**src/source/tile_config.svh**
```systemverilog
// tile geometry and element width macros for the matrix-vector tile engine
`ifndef TILE_CONFIG_SVH
`define TILE_CONFIG_SVH

// rows of the weight tile, and also the number of accumulators
`define TILE_H 4

// elements per operand word, which is the column count of the tile
`define TILE_D 4

// signed element width in bits
`define ELEM_W 8

// accumulator width, room for TILE_D full-scale products plus sign
`define ACC_W 20

`endif

```
**src/source/tile_data_pkg.sv**
```systemverilog
// data types for elements, operand words, accumulators and tile indices
`default_nettype none

`include "tile_config.svh"

package tile_data_pkg;

  typedef logic signed [`ELEM_W-1:0] elem_t; // one signed operand element

  // one operand word, element 0 sits in the low bits
  typedef elem_t [`TILE_D-1:0] word_t;

  typedef logic signed [`ACC_W-1:0] acc_t; // one signed accumulator

  typedef elem_t [`TILE_H-1:0] col_t; // one weight column, one element per row

  typedef acc_t [`TILE_H-1:0] acc_vec_t; // all accumulators of the tile

  // row count, wide enough to hold TILE_H itself
  typedef logic [$clog2(`TILE_H):0] row_cnt_t;

  // column count, wide enough to hold TILE_D itself
  typedef logic [$clog2(`TILE_D):0] col_cnt_t;

endpackage

`default_nettype wire

```
**src/source/tile_ctrl_pkg.sv**
```systemverilog
// control types for the job sequencer state and the operand routing select
`default_nettype none

package tile_ctrl_pkg;

  // job sequencer states
  typedef enum logic [2:0] {
    S_IDLE   = 3'd0, // waiting for the first weight word of a job
    S_LOAD_W = 3'd1, // taking weight rows until the buffer reports all rows loaded
    S_LOAD_X = 3'd2, // taking the x vector word
    S_SHIFT  = 3'd3, // one accumulate per cycle, TILE_D cycles
    S_DRAIN  = 3'd4  // results go out over the result port
  } seq_state_e;

  // where a taken operand word is routed
  typedef enum logic {
    OP_WEIGHT = 1'b0, // into the weight buffer at the row pointer
    OP_VECTOR = 1'b1  // into the x shift register of the mac row
  } operand_e;

endpackage

`default_nettype wire

```
**src/source/word_ingress.sv**
```systemverilog
// four-phase operand receiver holding one word until the sequencer takes it
`timescale 1ns/1ps
`default_nettype none

module word_ingress (
  input  wire logic                 clk_i,
  input  wire logic                 rst_ni,
  input  wire logic                 in_req_i,
  input  wire tile_data_pkg::word_t in_data_i,
  output logic                      in_ack_o,
  input  wire logic                 take_i,
  output logic                      word_valid_o,
  output tile_data_pkg::word_t      word_o
);

  logic                 ack_q;   // ack toward the upstream sender
  logic                 valid_q; // a captured word waits for the sequencer
  logic                 capture; // a fresh request is seen and the holding slot is free
  tile_data_pkg::word_t word_q;

  // a new request is only accepted while ack is low, so the same word is never taken twice
  assign capture = in_req_i && !ack_q && !valid_q;

  always_ff @(posedge clk_i or negedge rst_ni) begin
    if (!rst_ni) begin
      ack_q   <= 1'b0;
      valid_q <= 1'b0;
    end else if (take_i) begin
      valid_q <= 1'b0; // slot frees on the cycle after the take
      ack_q   <= 1'b1; // ack follows the take by one cycle
    end else if (capture) begin
      valid_q <= 1'b1;
    end else if (ack_q && !in_req_i) begin
      ack_q   <= 1'b0; // sender dropped req, close the four-phase cycle
    end
  end

  // word register is payload and only written on capture
  always_ff @(posedge clk_i) begin
    if (capture) begin
      word_q <= in_data_i;
    end
  end

  assign in_ack_o     = ack_q;
  assign word_valid_o = valid_q;
  assign word_o       = word_q;

  // ack only ever rises as the answer to a pending request
  a_ack_needs_req : assert property (
    @(posedge clk_i) disable iff (!rst_ni)
    $rose(in_ack_o) |-> in_req_i
  );

endmodule

`default_nettype wire

```
**src/source/w_buffer.sv**
```systemverilog
// weight store with row-pointer loading, column masking and column shifting
`timescale 1ns/1ps
`default_nettype none

`include "tile_config.svh"

module w_buffer (
  input  wire logic                    clk_i,
  input  wire logic                    rst_ni,
  input  wire logic                    clear_i,
  input  wire logic                    load_i,
  input  wire logic                    shift_i,
  input  wire tile_data_pkg::word_t    w_row_i,
  input  wire tile_data_pkg::row_cnt_t rows_valid_i,
  input  wire tile_data_pkg::col_cnt_t cols_valid_i,
  output tile_data_pkg::col_t          w_col_o,
  output logic                         rows_done_o
);

  tile_data_pkg::word_t [`TILE_H-1:0] w_q;     // one word per tile row
  tile_data_pkg::row_cnt_t            row_ptr_q; // next row to be loaded
  tile_data_pkg::word_t               row_masked;

  // columns at or beyond cols_valid_i are forced to zero before storing
  always_comb begin
    for (int d = 0; d < `TILE_D; d++) begin
      row_masked[d] = (d < int'(cols_valid_i)) ? w_row_i[d] : '0;
    end
  end

  always_ff @(posedge clk_i or negedge rst_ni) begin
    if (!rst_ni) begin
      w_q <= '0; // rows that are never loaded must read as zero
    end else if (clear_i) begin
      w_q <= '0;
    end else if (load_i) begin
      if (row_ptr_q < tile_data_pkg::row_cnt_t'(`TILE_H)) begin
        w_q[row_ptr_q] <= row_masked;
      end
    end else if (shift_i) begin
      // every row moves one step toward column 0, top column fills with zero
      for (int h = 0; h < `TILE_H; h++) begin
        for (int d = 0; d < `TILE_D; d++) begin
          w_q[h][d] <= (d < `TILE_D - 1) ? w_q[h][d+1] : '0;
        end
      end
    end
  end

  always_ff @(posedge clk_i or negedge rst_ni) begin
    if (!rst_ni) begin
      row_ptr_q <= '0;
    end else if (clear_i) begin
      row_ptr_q <= '0; // next job starts again at row 0
    end else if (load_i) begin
      row_ptr_q <= row_ptr_q + 1'b1;
    end
  end

  // the sequencer stops loading here, so the pointer never runs past rows_valid_i
  assign rows_done_o = (row_ptr_q == rows_valid_i);

  // column 0 of each row feeds the matching accumulator
  always_comb begin
    for (int h = 0; h < `TILE_H; h++) begin
      w_col_o[h] = w_q[h][0];
    end
  end

  a_no_load_and_shift : assert property (
    @(posedge clk_i) disable iff (!rst_ni)
    !(load_i && shift_i)
  );

endmodule

`default_nettype wire

```
**src/source/mac_row.sv**
```systemverilog
// x shift register and TILE_H signed multiply-accumulators
`timescale 1ns/1ps
`default_nettype none

`include "tile_config.svh"

module mac_row (
  input  wire logic                 clk_i,
  input  wire logic                 rst_ni,
  input  wire logic                 clear_i,
  input  wire logic                 x_load_i,
  input  wire logic                 acc_en_i,
  input  wire tile_data_pkg::word_t x_i,
  input  wire tile_data_pkg::col_t  w_col_i,
  output tile_data_pkg::acc_vec_t   acc_o
);

  tile_data_pkg::word_t    x_q;   // x vector, element 0 is the one in use
  tile_data_pkg::acc_vec_t acc_q; // running sums, one per tile row
  tile_data_pkg::acc_vec_t prod;  // this cycle's products, sign extended

  // each row multiplies its own weight by the shared x head
  always_comb begin
    for (int h = 0; h < `TILE_H; h++) begin
      prod[h] = $signed(w_col_i[h]) * $signed(x_q[0]);
    end
  end

  always_ff @(posedge clk_i or negedge rst_ni) begin
    if (!rst_ni) begin
      x_q <= '0;
    end else if (clear_i) begin
      x_q <= '0;
    end else if (x_load_i) begin
      x_q <= x_i;
    end else if (acc_en_i) begin
      // x steps in lock with the weight columns
      for (int d = 0; d < `TILE_D; d++) begin
        x_q[d] <= (d < `TILE_D - 1) ? x_q[d+1] : '0;
      end
    end
  end

  always_ff @(posedge clk_i or negedge rst_ni) begin
    if (!rst_ni) begin
      acc_q <= '0;
    end else if (clear_i) begin
      acc_q <= '0; // no sum survives into the next job
    end else if (acc_en_i) begin
      for (int h = 0; h < `TILE_H; h++) begin
        acc_q[h] <= $signed(acc_q[h]) + $signed(prod[h]);
      end
    end
  end

  assign acc_o = acc_q;

endmodule

`default_nettype wire

```
**src/source/tile_sequencer.sv**
```systemverilog
// job FSM that routes operand words and counts the shift cycles
`timescale 1ns/1ps
`default_nettype none

`include "tile_config.svh"

module tile_sequencer (
  input  wire logic clk_i,
  input  wire logic rst_ni,
  input  wire logic word_valid_i,
  output logic      take_o,
  input  wire logic rows_done_i,
  output logic      w_load_o,
  output logic      x_load_o,
  output logic      shift_o,
  output logic      clear_o,
  output logic      drain_start_o,
  output logic      busy_o,
  input  wire logic drain_done_i
);

  tile_ctrl_pkg::seq_state_e state_q, state_d;
  tile_ctrl_pkg::operand_e   op_sel;       // where a word taken now goes
  tile_data_pkg::col_cnt_t   shift_cnt_q;  // shift cycles done in this job
  logic                      shift_last;   // final shift cycle of the job
  logic                      can_take;
  logic                      drain_start_q;

  // words are only accepted while loading, never during shift or drain
  assign can_take = (state_q == tile_ctrl_pkg::S_IDLE) ||
                    (state_q == tile_ctrl_pkg::S_LOAD_W && !rows_done_i) ||
                    (state_q == tile_ctrl_pkg::S_LOAD_X);
  assign take_o   = word_valid_i && can_take;

  // everything before the x state is a weight row
  assign op_sel   = (state_q == tile_ctrl_pkg::S_LOAD_X) ? tile_ctrl_pkg::OP_VECTOR
                                                         : tile_ctrl_pkg::OP_WEIGHT;
  assign w_load_o = take_o && (op_sel == tile_ctrl_pkg::OP_WEIGHT);
  assign x_load_o = take_o && (op_sel == tile_ctrl_pkg::OP_VECTOR);

  assign shift_o    = (state_q == tile_ctrl_pkg::S_SHIFT);
  assign shift_last = (shift_cnt_q == tile_data_pkg::col_cnt_t'(`TILE_D - 1));
  assign clear_o    = (state_q == tile_ctrl_pkg::S_DRAIN) && drain_done_i; // job end
  assign busy_o     = take_o || (state_q != tile_ctrl_pkg::S_IDLE);
  assign drain_start_o = drain_start_q;

  always_comb begin
    state_d = state_q;
    case (state_q)
      tile_ctrl_pkg::S_IDLE:   if (take_o) state_d = tile_ctrl_pkg::S_LOAD_W;
      tile_ctrl_pkg::S_LOAD_W: if (rows_done_i) state_d = tile_ctrl_pkg::S_LOAD_X;
      tile_ctrl_pkg::S_LOAD_X: if (take_o) state_d = tile_ctrl_pkg::S_SHIFT;
      tile_ctrl_pkg::S_SHIFT:  if (shift_last) state_d = tile_ctrl_pkg::S_DRAIN;
      tile_ctrl_pkg::S_DRAIN:  if (drain_done_i) state_d = tile_ctrl_pkg::S_IDLE;
      default:                 state_d = tile_ctrl_pkg::S_IDLE;
    endcase
  end

  always_ff @(posedge clk_i or negedge rst_ni) begin
    if (!rst_ni) begin
      state_q       <= tile_ctrl_pkg::S_IDLE;
      shift_cnt_q   <= '0;
      drain_start_q <= 1'b0;
    end else begin
      state_q       <= state_d;
      drain_start_q <= shift_o && shift_last; // first cycle of S_DRAIN
      if (shift_o) begin
        // wraps to zero on the last shift, ready for the next job
        shift_cnt_q <= shift_last ? '0 : shift_cnt_q + 1'b1;
      end
    end
  end

  // one unbroken run of TILE_D accumulate cycles per job
  a_shift_run : assert property (
    @(posedge clk_i) disable iff (!rst_ni)
    $rose(shift_o) |-> shift_o [*`TILE_D] ##1 !shift_o
  );

endmodule

`default_nettype wire

```
**src/source/result_egress.sv**
```systemverilog
// four-phase result sender that serializes the accumulators in row order
`timescale 1ns/1ps
`default_nettype none

`include "tile_config.svh"

module result_egress (
  input  wire logic                    clk_i,
  input  wire logic                    rst_ni,
  input  wire logic                    drain_start_i,
  input  wire tile_data_pkg::acc_vec_t acc_i,
  output logic                         res_req_o,
  output tile_data_pkg::acc_t          res_data_o,
  input  wire logic                    res_ack_i,
  output logic                         drain_done_o
);

  tile_data_pkg::acc_vec_t snap_q;   // frozen copy of the accumulators
  tile_data_pkg::row_cnt_t idx_q;    // row currently on the port
  logic                    active_q; // a drain is in progress
  logic                    req_q;
  logic                    done_q;
  logic                    idx_last;

  assign idx_last = (idx_q == tile_data_pkg::row_cnt_t'(`TILE_H - 1));

  always_ff @(posedge clk_i) begin
    if (drain_start_i) begin
      snap_q <= acc_i;
    end
  end

  always_ff @(posedge clk_i or negedge rst_ni) begin
    if (!rst_ni) begin
      active_q <= 1'b0;
      req_q    <= 1'b0;
      idx_q    <= '0;
      done_q   <= 1'b0;
    end else begin
      done_q <= 1'b0;
      if (drain_start_i) begin
        active_q <= 1'b1;
        req_q    <= 1'b1; // row 0 goes out on the next cycle
        idx_q    <= '0;
      end else if (req_q && res_ack_i) begin
        req_q <= 1'b0; // receiver has the value, drop req
      end else if (active_q && !req_q && !res_ack_i) begin
        // ack has fallen, the four-phase cycle for this row is complete
        if (idx_last) begin
          active_q <= 1'b0;
          done_q   <= 1'b1;
        end else begin
          idx_q <= idx_q + 1'b1;
          req_q <= 1'b1;
        end
      end
    end
  end

  assign res_req_o    = req_q;
  assign res_data_o   = snap_q[idx_q];
  assign drain_done_o = done_q;

  // data may only change while req is low
  a_data_stable : assert property (
    @(posedge clk_i) disable iff (!rst_ni)
    res_req_o && $past(res_req_o) |-> $stable(res_data_o)
  );

endmodule

`default_nettype wire

```
**src/source/matvec_tile_top.sv**
```systemverilog
// top level of the matrix-vector tile engine, instances and wiring only
`timescale 1ns/1ps
`default_nettype none

module matvec_tile_top (
  input  wire logic                    clk_i,
  input  wire logic                    rst_ni,
  input  wire logic                    in_req_i,
  input  wire tile_data_pkg::word_t    in_data_i,
  output logic                         in_ack_o,
  input  wire tile_data_pkg::row_cnt_t rows_valid_i,
  input  wire tile_data_pkg::col_cnt_t cols_valid_i,
  output logic                         res_req_o,
  output tile_data_pkg::acc_t          res_data_o,
  input  wire logic                    res_ack_i,
  output logic                         busy_o
);

  tile_data_pkg::word_t    word;       // operand word waiting in the ingress
  tile_data_pkg::col_t     w_col;      // weight column in front of the mac row
  tile_data_pkg::acc_vec_t acc;
  logic                    word_valid;
  logic                    take;
  logic                    rows_done;
  logic                    w_load;
  logic                    x_load;
  logic                    shift;      // also the accumulate enable
  logic                    clear;
  logic                    drain_start;
  logic                    drain_done;

  word_ingress u_word_ingress (
    .clk_i        (clk_i),
    .rst_ni       (rst_ni),
    .in_req_i     (in_req_i),
    .in_data_i    (in_data_i),
    .in_ack_o     (in_ack_o),
    .take_i       (take),
    .word_valid_o (word_valid),
    .word_o       (word)
  );

  tile_sequencer u_tile_sequencer (
    .clk_i         (clk_i),
    .rst_ni        (rst_ni),
    .word_valid_i  (word_valid),
    .take_o        (take),
    .rows_done_i   (rows_done),
    .w_load_o      (w_load),
    .x_load_o      (x_load),
    .shift_o       (shift),
    .clear_o       (clear),
    .drain_start_o (drain_start),
    .busy_o        (busy_o),
    .drain_done_i  (drain_done)
  );

  // the same word bus feeds both the weight rows and the x vector
  w_buffer u_w_buffer (
    .clk_i        (clk_i),
    .rst_ni       (rst_ni),
    .clear_i      (clear),
    .load_i       (w_load),
    .shift_i      (shift),
    .w_row_i      (word),
    .rows_valid_i (rows_valid_i),
    .cols_valid_i (cols_valid_i),
    .w_col_o      (w_col),
    .rows_done_o  (rows_done)
  );

  mac_row u_mac_row (
    .clk_i    (clk_i),
    .rst_ni   (rst_ni),
    .clear_i  (clear),
    .x_load_i (x_load),
    .acc_en_i (shift),
    .x_i      (word),
    .w_col_i  (w_col),
    .acc_o    (acc)
  );

  result_egress u_result_egress (
    .clk_i         (clk_i),
    .rst_ni        (rst_ni),
    .drain_start_i (drain_start),
    .acc_i         (acc),
    .res_req_o     (res_req_o),
    .res_data_o    (res_data_o),
    .res_ack_i     (res_ack_i),
    .drain_done_o  (drain_done)
  );

endmodule

`default_nettype wire

```
**config.mk**
```make
export PLATFORM = sky130hd
export DESIGN_NAME = matvec_tile_top
export DESIGN_NICKNAME = d
export VERILOG_FILES = /design/src/source/tile_data_pkg.sv /design/src/source/tile_ctrl_pkg.sv /design/src/source/word_ingress.sv /design/src/source/w_buffer.sv /design/src/source/mac_row.sv /design/src/source/tile_sequencer.sv /design/src/source/result_egress.sv /design/src/source/matvec_tile_top.sv
export VERILOG_INCLUDE_DIRS = /design/src /design/src/source
export SDC_FILE = /design/constraint.sdc
export NUM_CORES = 1
export LEC_CHECK = 0
export ABC_AREA = 1
export BUFFER_PORTS_ARGS = -buffer_cell sky130_fd_sc_hd__buf_4
export CAP_MARGIN = 30
export CELL_PAD_IN_SITES_DETAIL_PLACEMENT = 0
export CELL_PAD_IN_SITES_GLOBAL_PLACEMENT = 1
export CORE_MARGIN = 8
export CORE_UTILIZATION = 40
export CTS_CLUSTER_DIAMETER = 50
export DETAILED_ROUTE_END_ITERATION = 8
export PLACE_DENSITY = 0.74
export RECOVER_POWER = 50
export SLEW_MARGIN = 20
export SYNTH_ARGS = -nofsm -noshare
export SYNTH_HDL_FRONTEND = slang
export SYNTH_HIERARCHICAL = 1
export SYNTH_SLANG_ARGS = --single-unit
```
**constraint.sdc**
```tcl
create_clock -name clk_i -period 4.3 [get_ports clk_i]
set_input_delay 0.215 -clock clk_i [delete_from_list [all_inputs] [get_ports clk_i]]
set_output_delay 0.215 -clock clk_i [all_outputs]
set_load 0.02 [all_outputs]
```
# Word-level counts from Yosys, hierarchy flattened
# Index checks and enable logic that the tools add are counted.
dict set report op_classes {
  n_mux 49
  n_reduce_logical 39
  mul 4
  n_lt_le_gt_ge 8
  eq_ne 17
  bitwise 1
  addsub 7
}
# operator count
set ops {}
lappend ops {{128-bit 2-to-1 mux} 4}
lappend ops {{80-bit 2-to-1 mux} 2}
lappend ops {{128-bit bitwise mux} 1}
lappend ops {{32-bit 2-to-1 mux} 4}
lappend ops {{20-bit adder} 4}
lappend ops {{32-bit demux with 2-bit select} 1}
lappend ops {{8-bit by 8-bit multiplier with 16-bit output} 4}
lappend ops {{20-bit binary-select mux with 2-bit select} 1}
lappend ops {{3-bit 2-to-1 mux} 12}
lappend ops {{8-bit 2-to-1 mux} 4}
lappend ops {{20-bit 2-to-1 mux} 1}
lappend ops {{1-bit 2-to-1 mux} 18}
lappend ops {{3-bit case mux with 5 select lines} 1}
lappend ops {{1-bit logical AND} 13}
lappend ops {{3-bit by 2-bit == test with 1-bit output, second input constant} 4}
lappend ops {{2-bit nonzero test} 6}
lappend ops {{3-bit nonzero test} 4}
lappend ops {{2-bit by 1-bit != test with 1-bit output, second input constant} 5}
lappend ops {{3-bit by 1-bit adder with 3-bit output, second input constant} 3}
lappend ops {{3-bit less-than comparator, second input constant} 3}
lappend ops {{1-bit zero test} 6}
lappend ops {{1-bit by 3-bit less-than comparator with 1-bit output, first input constant} 2}
lappend ops {{2-bit by 3-bit less-than comparator with 1-bit output, first input constant} 2}
lappend ops {{2-bit != test, second input constant} 3}
lappend ops {{other kinds (12)} 17}
dict set report word_totals {
  word_cells 167
  reg_bits 370
}

# Logic depth before layout (Yosys ltp)
# Gate-level depths: netlist of the first run.
dict set report depth {
  word_depth 9
  depth_mapped 25
  ltp_nobuf 23
}

# Modules after synthesis
# The synthesis of the first run kept the hierarchy.
# mod area_per_inst_um2 instances cells_each seq_area_each_um2
set by_module_without_submodules {}
lappend by_module_without_submodules {mac_row 19546.2 1 2432 2802.7}
lappend by_module_without_submodules {w_buffer 6807.8 1 946 3278.1}
lappend by_module_without_submodules {result_egress 3213.1 1 225 2552.4}
lappend by_module_without_submodules {word_ingress 1046.0 1 40 1011.0}
lappend by_module_without_submodules {tile_sequencer 431.7 1 58 175.2}

# Least setup slack after synthesis of the first run
# Ideal clock, no wire load.
dict set report synth_path {
  path_type {register to register}
  start {register u_mac_row/x_q[0] (netlist name)}
  end {register u_mac_row.acc_q, in the netlist u_mac_row/acc_o[19]}
  stages_incl_launch_ff 21
  required_time_ps 4182
  slack_ps -452
  t_arrival_ps 4634
  setup_time_ps 118
  path_cell_list {dfrtp_1 > clkbuf_1 > clkbuf_1 > nand2_1 > inv_1 > fa_1 > fa_1 > fa_1 > fa_1 > ha_1 > ha_1 > nand2_1 > inv_1 > a21oi_1 > nand2_1 > nand2_1 > nand2_1 > inv_1 > nand2_1 > nand3_1 > nand2_1}
}
dict set report synth_via {
  elab_chain_cells 4
}
# item line_no
set synth_lines {}
lappend synth_lines {{start: declaration} mac_row.sv:18} ;# tile_data_pkg::word_t x_q;
lappend synth_lines {{start signal: assignment} mac_row.sv:35} ;# x_q <= x_i;
lappend synth_lines {{start signal: indexed assignment} mac_row.sv:39} ;# x_q[d] <= (d < `TILE_D - 1) ? x_q[d+1] : '0;
lappend synth_lines {{8-bit by 8-bit multiplier with 16-bit output} mac_row.sv:25} ;# prod[h] = $signed(w_col_i[h]) * $signed(x_q[0]);
lappend synth_lines {{20-bit adder} mac_row.sv:51} ;# acc_q[h] <= $signed(acc_q[h]) + $signed(prod[h]);
lappend synth_lines {{80-bit 2-to-1 mux} mac_row.sv:49} ;# end else if (acc_en_i) begin
lappend synth_lines {{80-bit 2-to-1 mux} mac_row.sv:47} ;# end else if (clear_i) begin
lappend synth_lines {{end signal: indexed assignment} mac_row.sv:51}
lappend synth_lines {{end: declaration} mac_row.sv:19} ;# tile_data_pkg::acc_vec_t acc_q;
# Every way passes these cells. The select of a mux whose other input is x is not followed.
# A chain may end at the register's enable or synchronous reset.

# Worst setup path after layout of the first run
dict set report layout_path {
  start {register u_mac_row/x_q[2] (netlist name)}
  end {register u_mac_row.acc_q, in the netlist u_mac_row/acc_o[56]}
}
# The elaborated chain is that of the path after synthesis.

==> results of run 1 <==
## layout make-up
| class | instances | area share (%) |
|---|---|---|
| Clock buffer | 65 | 3.80 |
| Clock inverter | 43 | 1.24 |
| Inverter | 664 | 6.52 |
| Multi-Input combinational cell | 2492 | 50.9 |
| Sequential cell | 370 | 25.5 |
| Tap cell | 1040 | 3.37 |
| Timing Repair Buffer | 394 | 8.68 |
## flip-flops by register name (all words and copies together), names as in the netlist, 3 cells and up
name	count
u_w_buffer/w_q	96
u_mac_row/acc_o	80
u_result_egress/snap_q	80
u_mac_row/x_q	32
u_w_buffer/w_col_o	32
u_word_ingress/word_o	32
u_result_egress/idx_q	3
u_tile_sequencer/shift_cnt_q	3
u_tile_sequencer/state_q	3
u_w_buffer/row_ptr_q	3
## layer usage
| metal | wire (um) | track usage [%] | up-vias |
|---|---|---|---|
| met2 | 40100 | 32.9 | 456 |
| met5 | 0 | 0 | - |
| li1 | - | - | 11900 |
| met4 | 1670 | 3.93 | 0 |
| met1 | 39900 | 27.9 | 11500 |
| met3 | 3240 | 2.33 | 91 |
## placed cells by master, fill, tap and decap left out, types with 43 or more instances in the layout
| cell type | netlist | routed |
|---|---|---|
| nand2_1 | 1028 | 960 |
| inv_1 | 656 | 637 |
| fa_1 | 352 | 333 |
| nor2_1 | 345 | 329 |
| buf_4 | 37 | 283 |
| dfrtp_1 | 258 | 255 |
| nand3_1 | 146 | 139 |
| o21ai_0 | 173 | 137 |
| edfxtp_1 | 112 | 112 |
| ha_1 | 192 | 101 |
| ha_4 | 0 | 91 |
| clkbuf_16 | 0 | 59 |
| nand2_2 | 8 | 55 |
| o21ai_1 | 22 | 52 |
| o22ai_1 | 47 | 47 |
| a21oi_1 | 73 | 43 |
## cells by family after synthesis
kind of cell	count (synthesis)	synth area share [%]
xor+xnor	14	0.395
simple gates	1598	20.8
fa+ha+maj	544	30.4
flops	370	31.6
buf+inv	839	11.0
compound gates	336	5.80
## worst reg2reg max path, cell delays in order, from the launching register on
cell and delay (ns):
dfrtp_2 0.48, buf_12 0.20, nand2_4 0.06, fa_1 0.51
fa_1 0.56, inv_1 0.05, fa_1 0.45, fa_1 0.52
fa_1 0.46, ha_4 0.34, buf_6 0.11, nand3_2 0.07
nand2_2 0.10, buf_4 0.12, nand4_1 0.14, nand3_1 0.13
nand2_1 0.05, nand3_1 0.07, nand2_1 0.06
## stage by stage
step	setup WS [ns]	utilization, %	hold WS [ns]	area, um^2	setup TNS (ns)
detailed placement	-0.348	45.6	0.301	35200	-12.09
finish	-0.330	50.0	0.255	38600	-8.90
floorplan	-0.215	-	-0.0806	32100	-4.31
CTS	-0.312	49.1	0.201	37900	-8.60
global route	-0.535	50.0	0.273	38600	-18.07
global placement	-0.309	45.6	0.300	35200	-9.73
## repair_timing
item                                    4_1_cts  5_1_grt
endpoints found under the hold margin       137        0
hold buffers                                 36        0
pin swaps                                    14       41
endpoints found under the setup margin       51       54
resized for setup                            90      159
cloned                                        0        2
buffers inserted                              4       17
## worst min-delay path by stage
stage                          from                                  end  cells after the start
finish              cols_valid_i[0]   u_w_buffer/w_col_o[25]$_DFFE_PN0P_                      7
global route          in_data_i[31]  u_word_ingress/word_o[31]$_DFFE_PP_                      2
detailed placement           rst_ni   u_w_buffer/w_col_o[15]$_DFFE_PN0P_                      1
CTS                 cols_valid_i[0]   u_w_buffer/w_col_o[25]$_DFFE_PN0P_                      7
floorplan                    rst_ni       u_mac_row/acc_o[0]$_DFFE_PN0P_                      0
global placement             rst_ni   u_w_buffer/w_col_o[15]$_DFFE_PN0P_                      1
==> results.py, run 1 <==
metrics = {
    "synth": {
        "synth_top_flop_cell": "dfrtp_1",
        "synth.top_cell.area_share_pct": 22.7,
        "synth_cell_types": 40,
        "ys_seq_area_share_pct": 31.6,
        "yosysMostFrequentCell": "nand2_1",
        "async_flop_share_pct": 69.7,
        "syn-num-nets": 4287,
        "yosys_warnings": 6,
        "synth_edf_count": 112,
        "yosys.area.top_type": "fa_1",
        "synth_area_um2": 31000,
        "ys_ff_latch": 370,
        "synth_area_leaders": "fa_1 (23%), dfrtp_1 (21%), nand2_1 (12%), edfxtp_1 (11%), inv_1 (7.9%)",
        "synth_top_cells_by_count": "nand2_1 (1028), inv_1 (656), fa_1 (352)",
        "syn_inst": 3701,
        "postSynthAreaPerCell_um2": 8.39,
    },
    "min_path": {
        "hold_class": "in2reg",
    },
    "timing": {
        "fin_crit_ns": 4.63,
        "rsz0062_at_grt": "true",
        "hold_viol": 0,
        "fin_crit_sh_pct": 108,
        "slew_headroom_pct": -65.5,
        "clock-skew-final_ns": 0.0782,
        "max_freq_mhz": 216,
        "timing.final.ws_setup_ns": -0.330,
        "slew_violations": 138,
        "setup_viol": 48,
        "worstMarginPinSlew_ns": 2.48,
    },
    "floorplan": {
        "rows": 102,
        "ioPinCount": 65,
        "core_region_area_um2": 77200,
        "die_y_um": 295,
        "initial_core_util_pct": 40.2,
        "die_x_um": 295,
        "dieArea_um2": 86800,
    },
    "setup_path": {
        "cp.depth": 18,
        "r2r_slack_ns": -0.33,
        "rr_startpoint": "u_mac_row/x_q[2]$_DFFE_PN0P_",
        "critPathLaunch": "u_mac_row/x_q[2]$_DFFE_PN0P_",
        "critPathArrivalTime_ns": 5.13,
        "endpoint": "u_mac_row/acc_o[56]$_DFFE_PN0P_",
        "crit_family": "adder cells",
        "cp.buffers_inverters": 4,
        "start_kind": "flop",
        "end_kind": "flop",
        "critPathKind": "reg2reg",
        "crit_fanout": 7,
        "crit_top_cell": "fa_1",
        "reg2regPathDepth": 18,
        "rr_endpoint": "u_mac_row/acc_o[56]$_DFFE_PN0P_",
        "slowest_delay_ns": 0.56,
        "path_cells": "buf_12 -> nand2_4 -> fa_1 -> fa_1 -> inv_1 -> fa_1 -> fa_1 -> fa_1 -> ha_4 -> buf_6 -> nand3_2 -> nand2_2 -> buf_4 -> nand4_1 -> nand3_1 -> nand2_1 -> nand3_1 -> nand2_1",
        "critPathRequiredTime_ns": 4.80,
        "slowest_stage": "fa_1",
    },
    "run_status": {
        "violations": "capacitance limit, slew limit, setup timing",
        "outcome": "complete, but fails checks",
    },
    "placed_design": {
        "io_buffer_count": 64,
        "dp_hpwl_mm": 65.0,
        "place_congestion": 0.856,
        "dp.cells": 4903,
    },
    "grt": {
        "gr-usage-all-layers_pct": 19.8,
        "grt_max_degree": 100,
        "antenna_found_initial": 0,
        "overflow": 0,
        "grt_pass1_vias": 24600,
        "grt_first_pass_wirelength_mm": 138,
    },
    "flow_run": {
        "cap_viol_max_count": 2,
    },
    "route": {
        "drt_wl_total_mm": 84.9,
        "drt_iter0_drc": 1488,
        "postRouteAntennaNets": 0,
        "via_per_inst": 4.72,
        "firstDrtPassIters": 5,
        "drc": 0,
        "post_drt_wl_per_cell_um": 16.8,
        "num_vias": 23900,
    },
    "clock_network": {
        "clk_latency_ns": 0.66,
        "clockBufferDepth": 3,
        "cts_max_level": 2,
        "root_buffer": "clkbuf_16",
        "clk_transition_reported_paths_ns": 0.06,
        "cts_tree": "yes",
        "clkSinkCount": 370,
        "numCtsBuffers": 57,
    },
    "finish": {
        "fin_cells": 5068,
        "drive_gt1_share_pct": 18.8,
        "insertedDiodeCount": 0,
        "fillers": 7288,
        "seq_area_um2": 9820,
        "syn_to_final_growth_pct": 24.3,
        "nNetsFinal": 4565,
        "multi_input_area_um2": 19700,
    },
}
Power of run 1 is left out: the tool's default activity adds up to more than one toggle a clock period on the data nets, which glitch-free logic cannot reach.
==> inputs of run 2 (changes only) <==
--- a/config.mk
+++ b/config.mk
@@ -11,7 +11,6 @@
 export CAP_MARGIN = 30
 export CELL_PAD_IN_SITES_DETAIL_PLACEMENT = 0
 export CELL_PAD_IN_SITES_GLOBAL_PLACEMENT = 1
-export CORE_MARGIN = 8
 export CORE_UTILIZATION = 40
 export CTS_CLUSTER_DIAMETER = 50
 export DETAILED_ROUTE_END_ITERATION = 8
@@ -22,3 +21,4 @@
 export SYNTH_HDL_FRONTEND = slang
 export SYNTH_HIERARCHICAL = 1
 export SYNTH_SLANG_ARGS = --single-unit
+export TNS_END_PERCENT = 5
==> results.py, run 2 (synthesis results as in run 1) <==
metrics = {
    "route": {
        "post_drt_wl_per_cell_um": 16.5,
        "drt_iter0_drc": 1399,
        "via_per_inst": 4.70,
        "firstDrtPassIters": 5,
        "drc": 0,
        "num_vias": 23700,
        "postRouteAntennaNets": 0,
        "drt_wl_total_mm": 83.0,
    },
    "setup_path": {
        "crit_fanout": 13,
        "cp.buffers_inverters": 7,
        "start_kind": "flop",
        "rr_startpoint": "u_mac_row/x_q[0]$_DFFE_PN0P_",
        "end_kind": "flop",
        "slowest_stage": "fa_1",
        "critPathKind": "reg2reg",
        "critPathLaunch": "u_mac_row/x_q[0]$_DFFE_PN0P_",
        "crit_top_cell": "nand2_1",
        "r2r_slack_ns": -0.33,
        "rr_endpoint": "u_mac_row/acc_o[59]$_DFFE_PN0P_",
        "path_cells": "buf_12 -> nand2_2 -> clkinvlp_4 -> buf_12 -> fa_1 -> inv_1 -> fa_1 -> inv_1 -> fa_1 -> fa_1 -> ha_4 -> ha_4 -> buf_4 -> nand2_2 -> inv_1 -> nand2_1 -> nand2_1 -> nand2_1 -> nand2_1 -> a21oi_1 -> nand3_1 -> nand3_1 -> nand2_1",
        "slowest_delay_ns": 0.56,
        "critPathArrivalTime_ns": 5.15,
        "crit_family": "adder cells",
        "reg2regPathDepth": 23,
        "critPathRequiredTime_ns": 4.82,
    },
    "grt": {
        "grt_pass1_vias": 24500,
        "gr-usage-all-layers_pct": 22.0,
        "grt_max_degree": 98,
        "overflow": 0,
        "grt_first_pass_wirelength_mm": 136,
        "antenna_found_initial": 1,
    },
    "finish": {
        "seq_area_um2": 9820,
        "syn_to_final_growth_pct": 21.3,
        "fin_cells": 5042,
        "insertedDiodeCount": 0,
        "top_register": "u_w_buffer/w_q",
        "fillers": 7359,
        "final_cell_mix": "nand2_1 (999), inv_1 (646), fa_1 (340)",
        "multi_input_area_um2": 18900,
        "final_common_cell": "nand2_1",
        "nNetsFinal": 4550,
        "largest_reg_flops": 96,
        "drive_gt1_share_pct": 15.8,
    },
    "timing": {
        "timing.final.ws_setup_ns": -0.334,
        "worstMarginPinSlew_ns": 2.55,
        "max_freq_mhz": 216,
        "fin_crit_ns": 4.63,
        "hold_viol": 0,
        "slew_violations": 161,
        "clock-skew-final_ns": 0.0444,
        "slew_headroom_pct": -70.2,
        "fin_crit_sh_pct": 108,
        "fin_hold_ws_ns": 0.247,
        "rsz0062_at_grt": "true",
        "setup_viol": 46,
    },
    "flow_run": {
        "cap_viol_max_count": 2,
    },
    "floorplan": {
        "die_y_um": 281,
        "die_x_um": 281,
        "core_region_area_um2": 76300,
        "rows": 101,
        "initial_core_util_pct": 40.7,
        "ioPinCount": 65,
        "dieArea_um2": 78700,
    },
    "min_path": {
        "hold_depth": 7,
        "hp-start": "cols_valid_i[0]",
        "hold_class": "in2reg",
        "hold_end": "u_w_buffer/w_col_o[30]$_DFFE_PN0P_",
    },
    "run_status": {
        "outcome": "complete, but fails checks",
        "violations": "capacitance limit, slew limit, setup timing",
    },
    "clock_network": {
        "clk_latency_ns": 0.66,
        "clkSinkCount": 370,
        "cts_tree": "yes",
        "numCtsBuffers": 56,
        "clockBufferDepth": 3,
        "root_buffer": "clkbuf_16",
        "clk_transition_reported_paths_ns": 0.06,
        "cts_max_level": 2,
    },
    "placed_design": {
        "dp.cells": 4896,
        "place_congestion": 0.880,
        "dp_hpwl_mm": 63.6,
        "io_buffer_count": 64,
    },
}
## run 2: cell count changes in the layout (fill, tap and decap cells not counted), moves of 9 or more
cell	delta
o21ai_0	+15
inv_2	-9
ha_4	-34
ha_1	+31
inv_1	+9
o21ai_1	-12
nand2_1	+39
nand2_2	-19
buf_6	-11
nand2_4	-20
## run 2: layout make-up
type / count / area share (%)
inverters: 664 / 6.68
clock buffers: 66 / 3.95
multi-input cells: 2492 / 50.0
well taps: 1030 / 3.42
repair buffers: 380 / 8.39
flip-flops and latches: 370 / 26.1
clock inverters: 40 / 1.43
## run 2: worst max path at each step
stage	end	cells after the start
2_1_floorplan	u_mac_row/acc_o[78]$_DFFE_PN0P_	21
3_3_place_gp	u_mac_row/acc_o[70]$_DFFE_PN0P_	17
3_5_place_dp	u_mac_row/acc_o[70]$_DFFE_PN0P_	17
4_1_cts	u_mac_row/acc_o[77]$_DFFE_PN0P_	22
5_1_grt	u_mac_row/acc_o[54]$_DFFE_PN0P_	17
6_report	u_mac_row/acc_o[59]$_DFFE_PN0P_	23
## run 2: metal layers
metal  part of all wire [%]  GRT usage [%]  wire length (um)  vias to the layer above
li1                       -              -                 -                    11800
met1                     48           31.4             39500                    11300
met2                     46           35.2             37800                      463
met3                    4.1           2.56              3420                      125
met4                    2.8           6.42              2290                        0
met5                      0              0                 0                        -
## run 2: stage by stage
step	worst slack [ns]	utilization, %	cell area, um^2	TNS, ns
3_3_place_gp	-0.407	45.3	34600	-11.18
4_1_cts	-0.360	49.0	37400	-11.30
5_1_grt	-0.580	49.3	37700	-20.58
6_report	-0.334	49.3	37700	-10.07
3_5_place_dp	-0.465	45.3	34600	-13.84
2_1_floorplan	-0.217	-	31500	-6.27
## run 2: repair_timing
| action | 4_1_cts | 5_1_grt |
|---|---|---|
| setup buffers | 1 | 1 |
| resized for setup | 86 | 60 |
| hold buffers | 36 | 0 |
| endpoints found under the setup margin | 50 | 55 |
| pin swaps | 17 | 19 |
| hold endpoints to repair | 131 | 0 |
## run 2: worst register-to-register path: cells and delay by family (launching register included)
kind	cells	cell delay [ns]
AO/OA/AOI/OAI	1	0.12
buffers and inverters	7	0.73
adder cells (fa/ha/maj)	6	2.55
AND/OR/NAND/NOR	9	0.67
flip-flops	1	0.40
Power of run 2 is left out for the same reason.
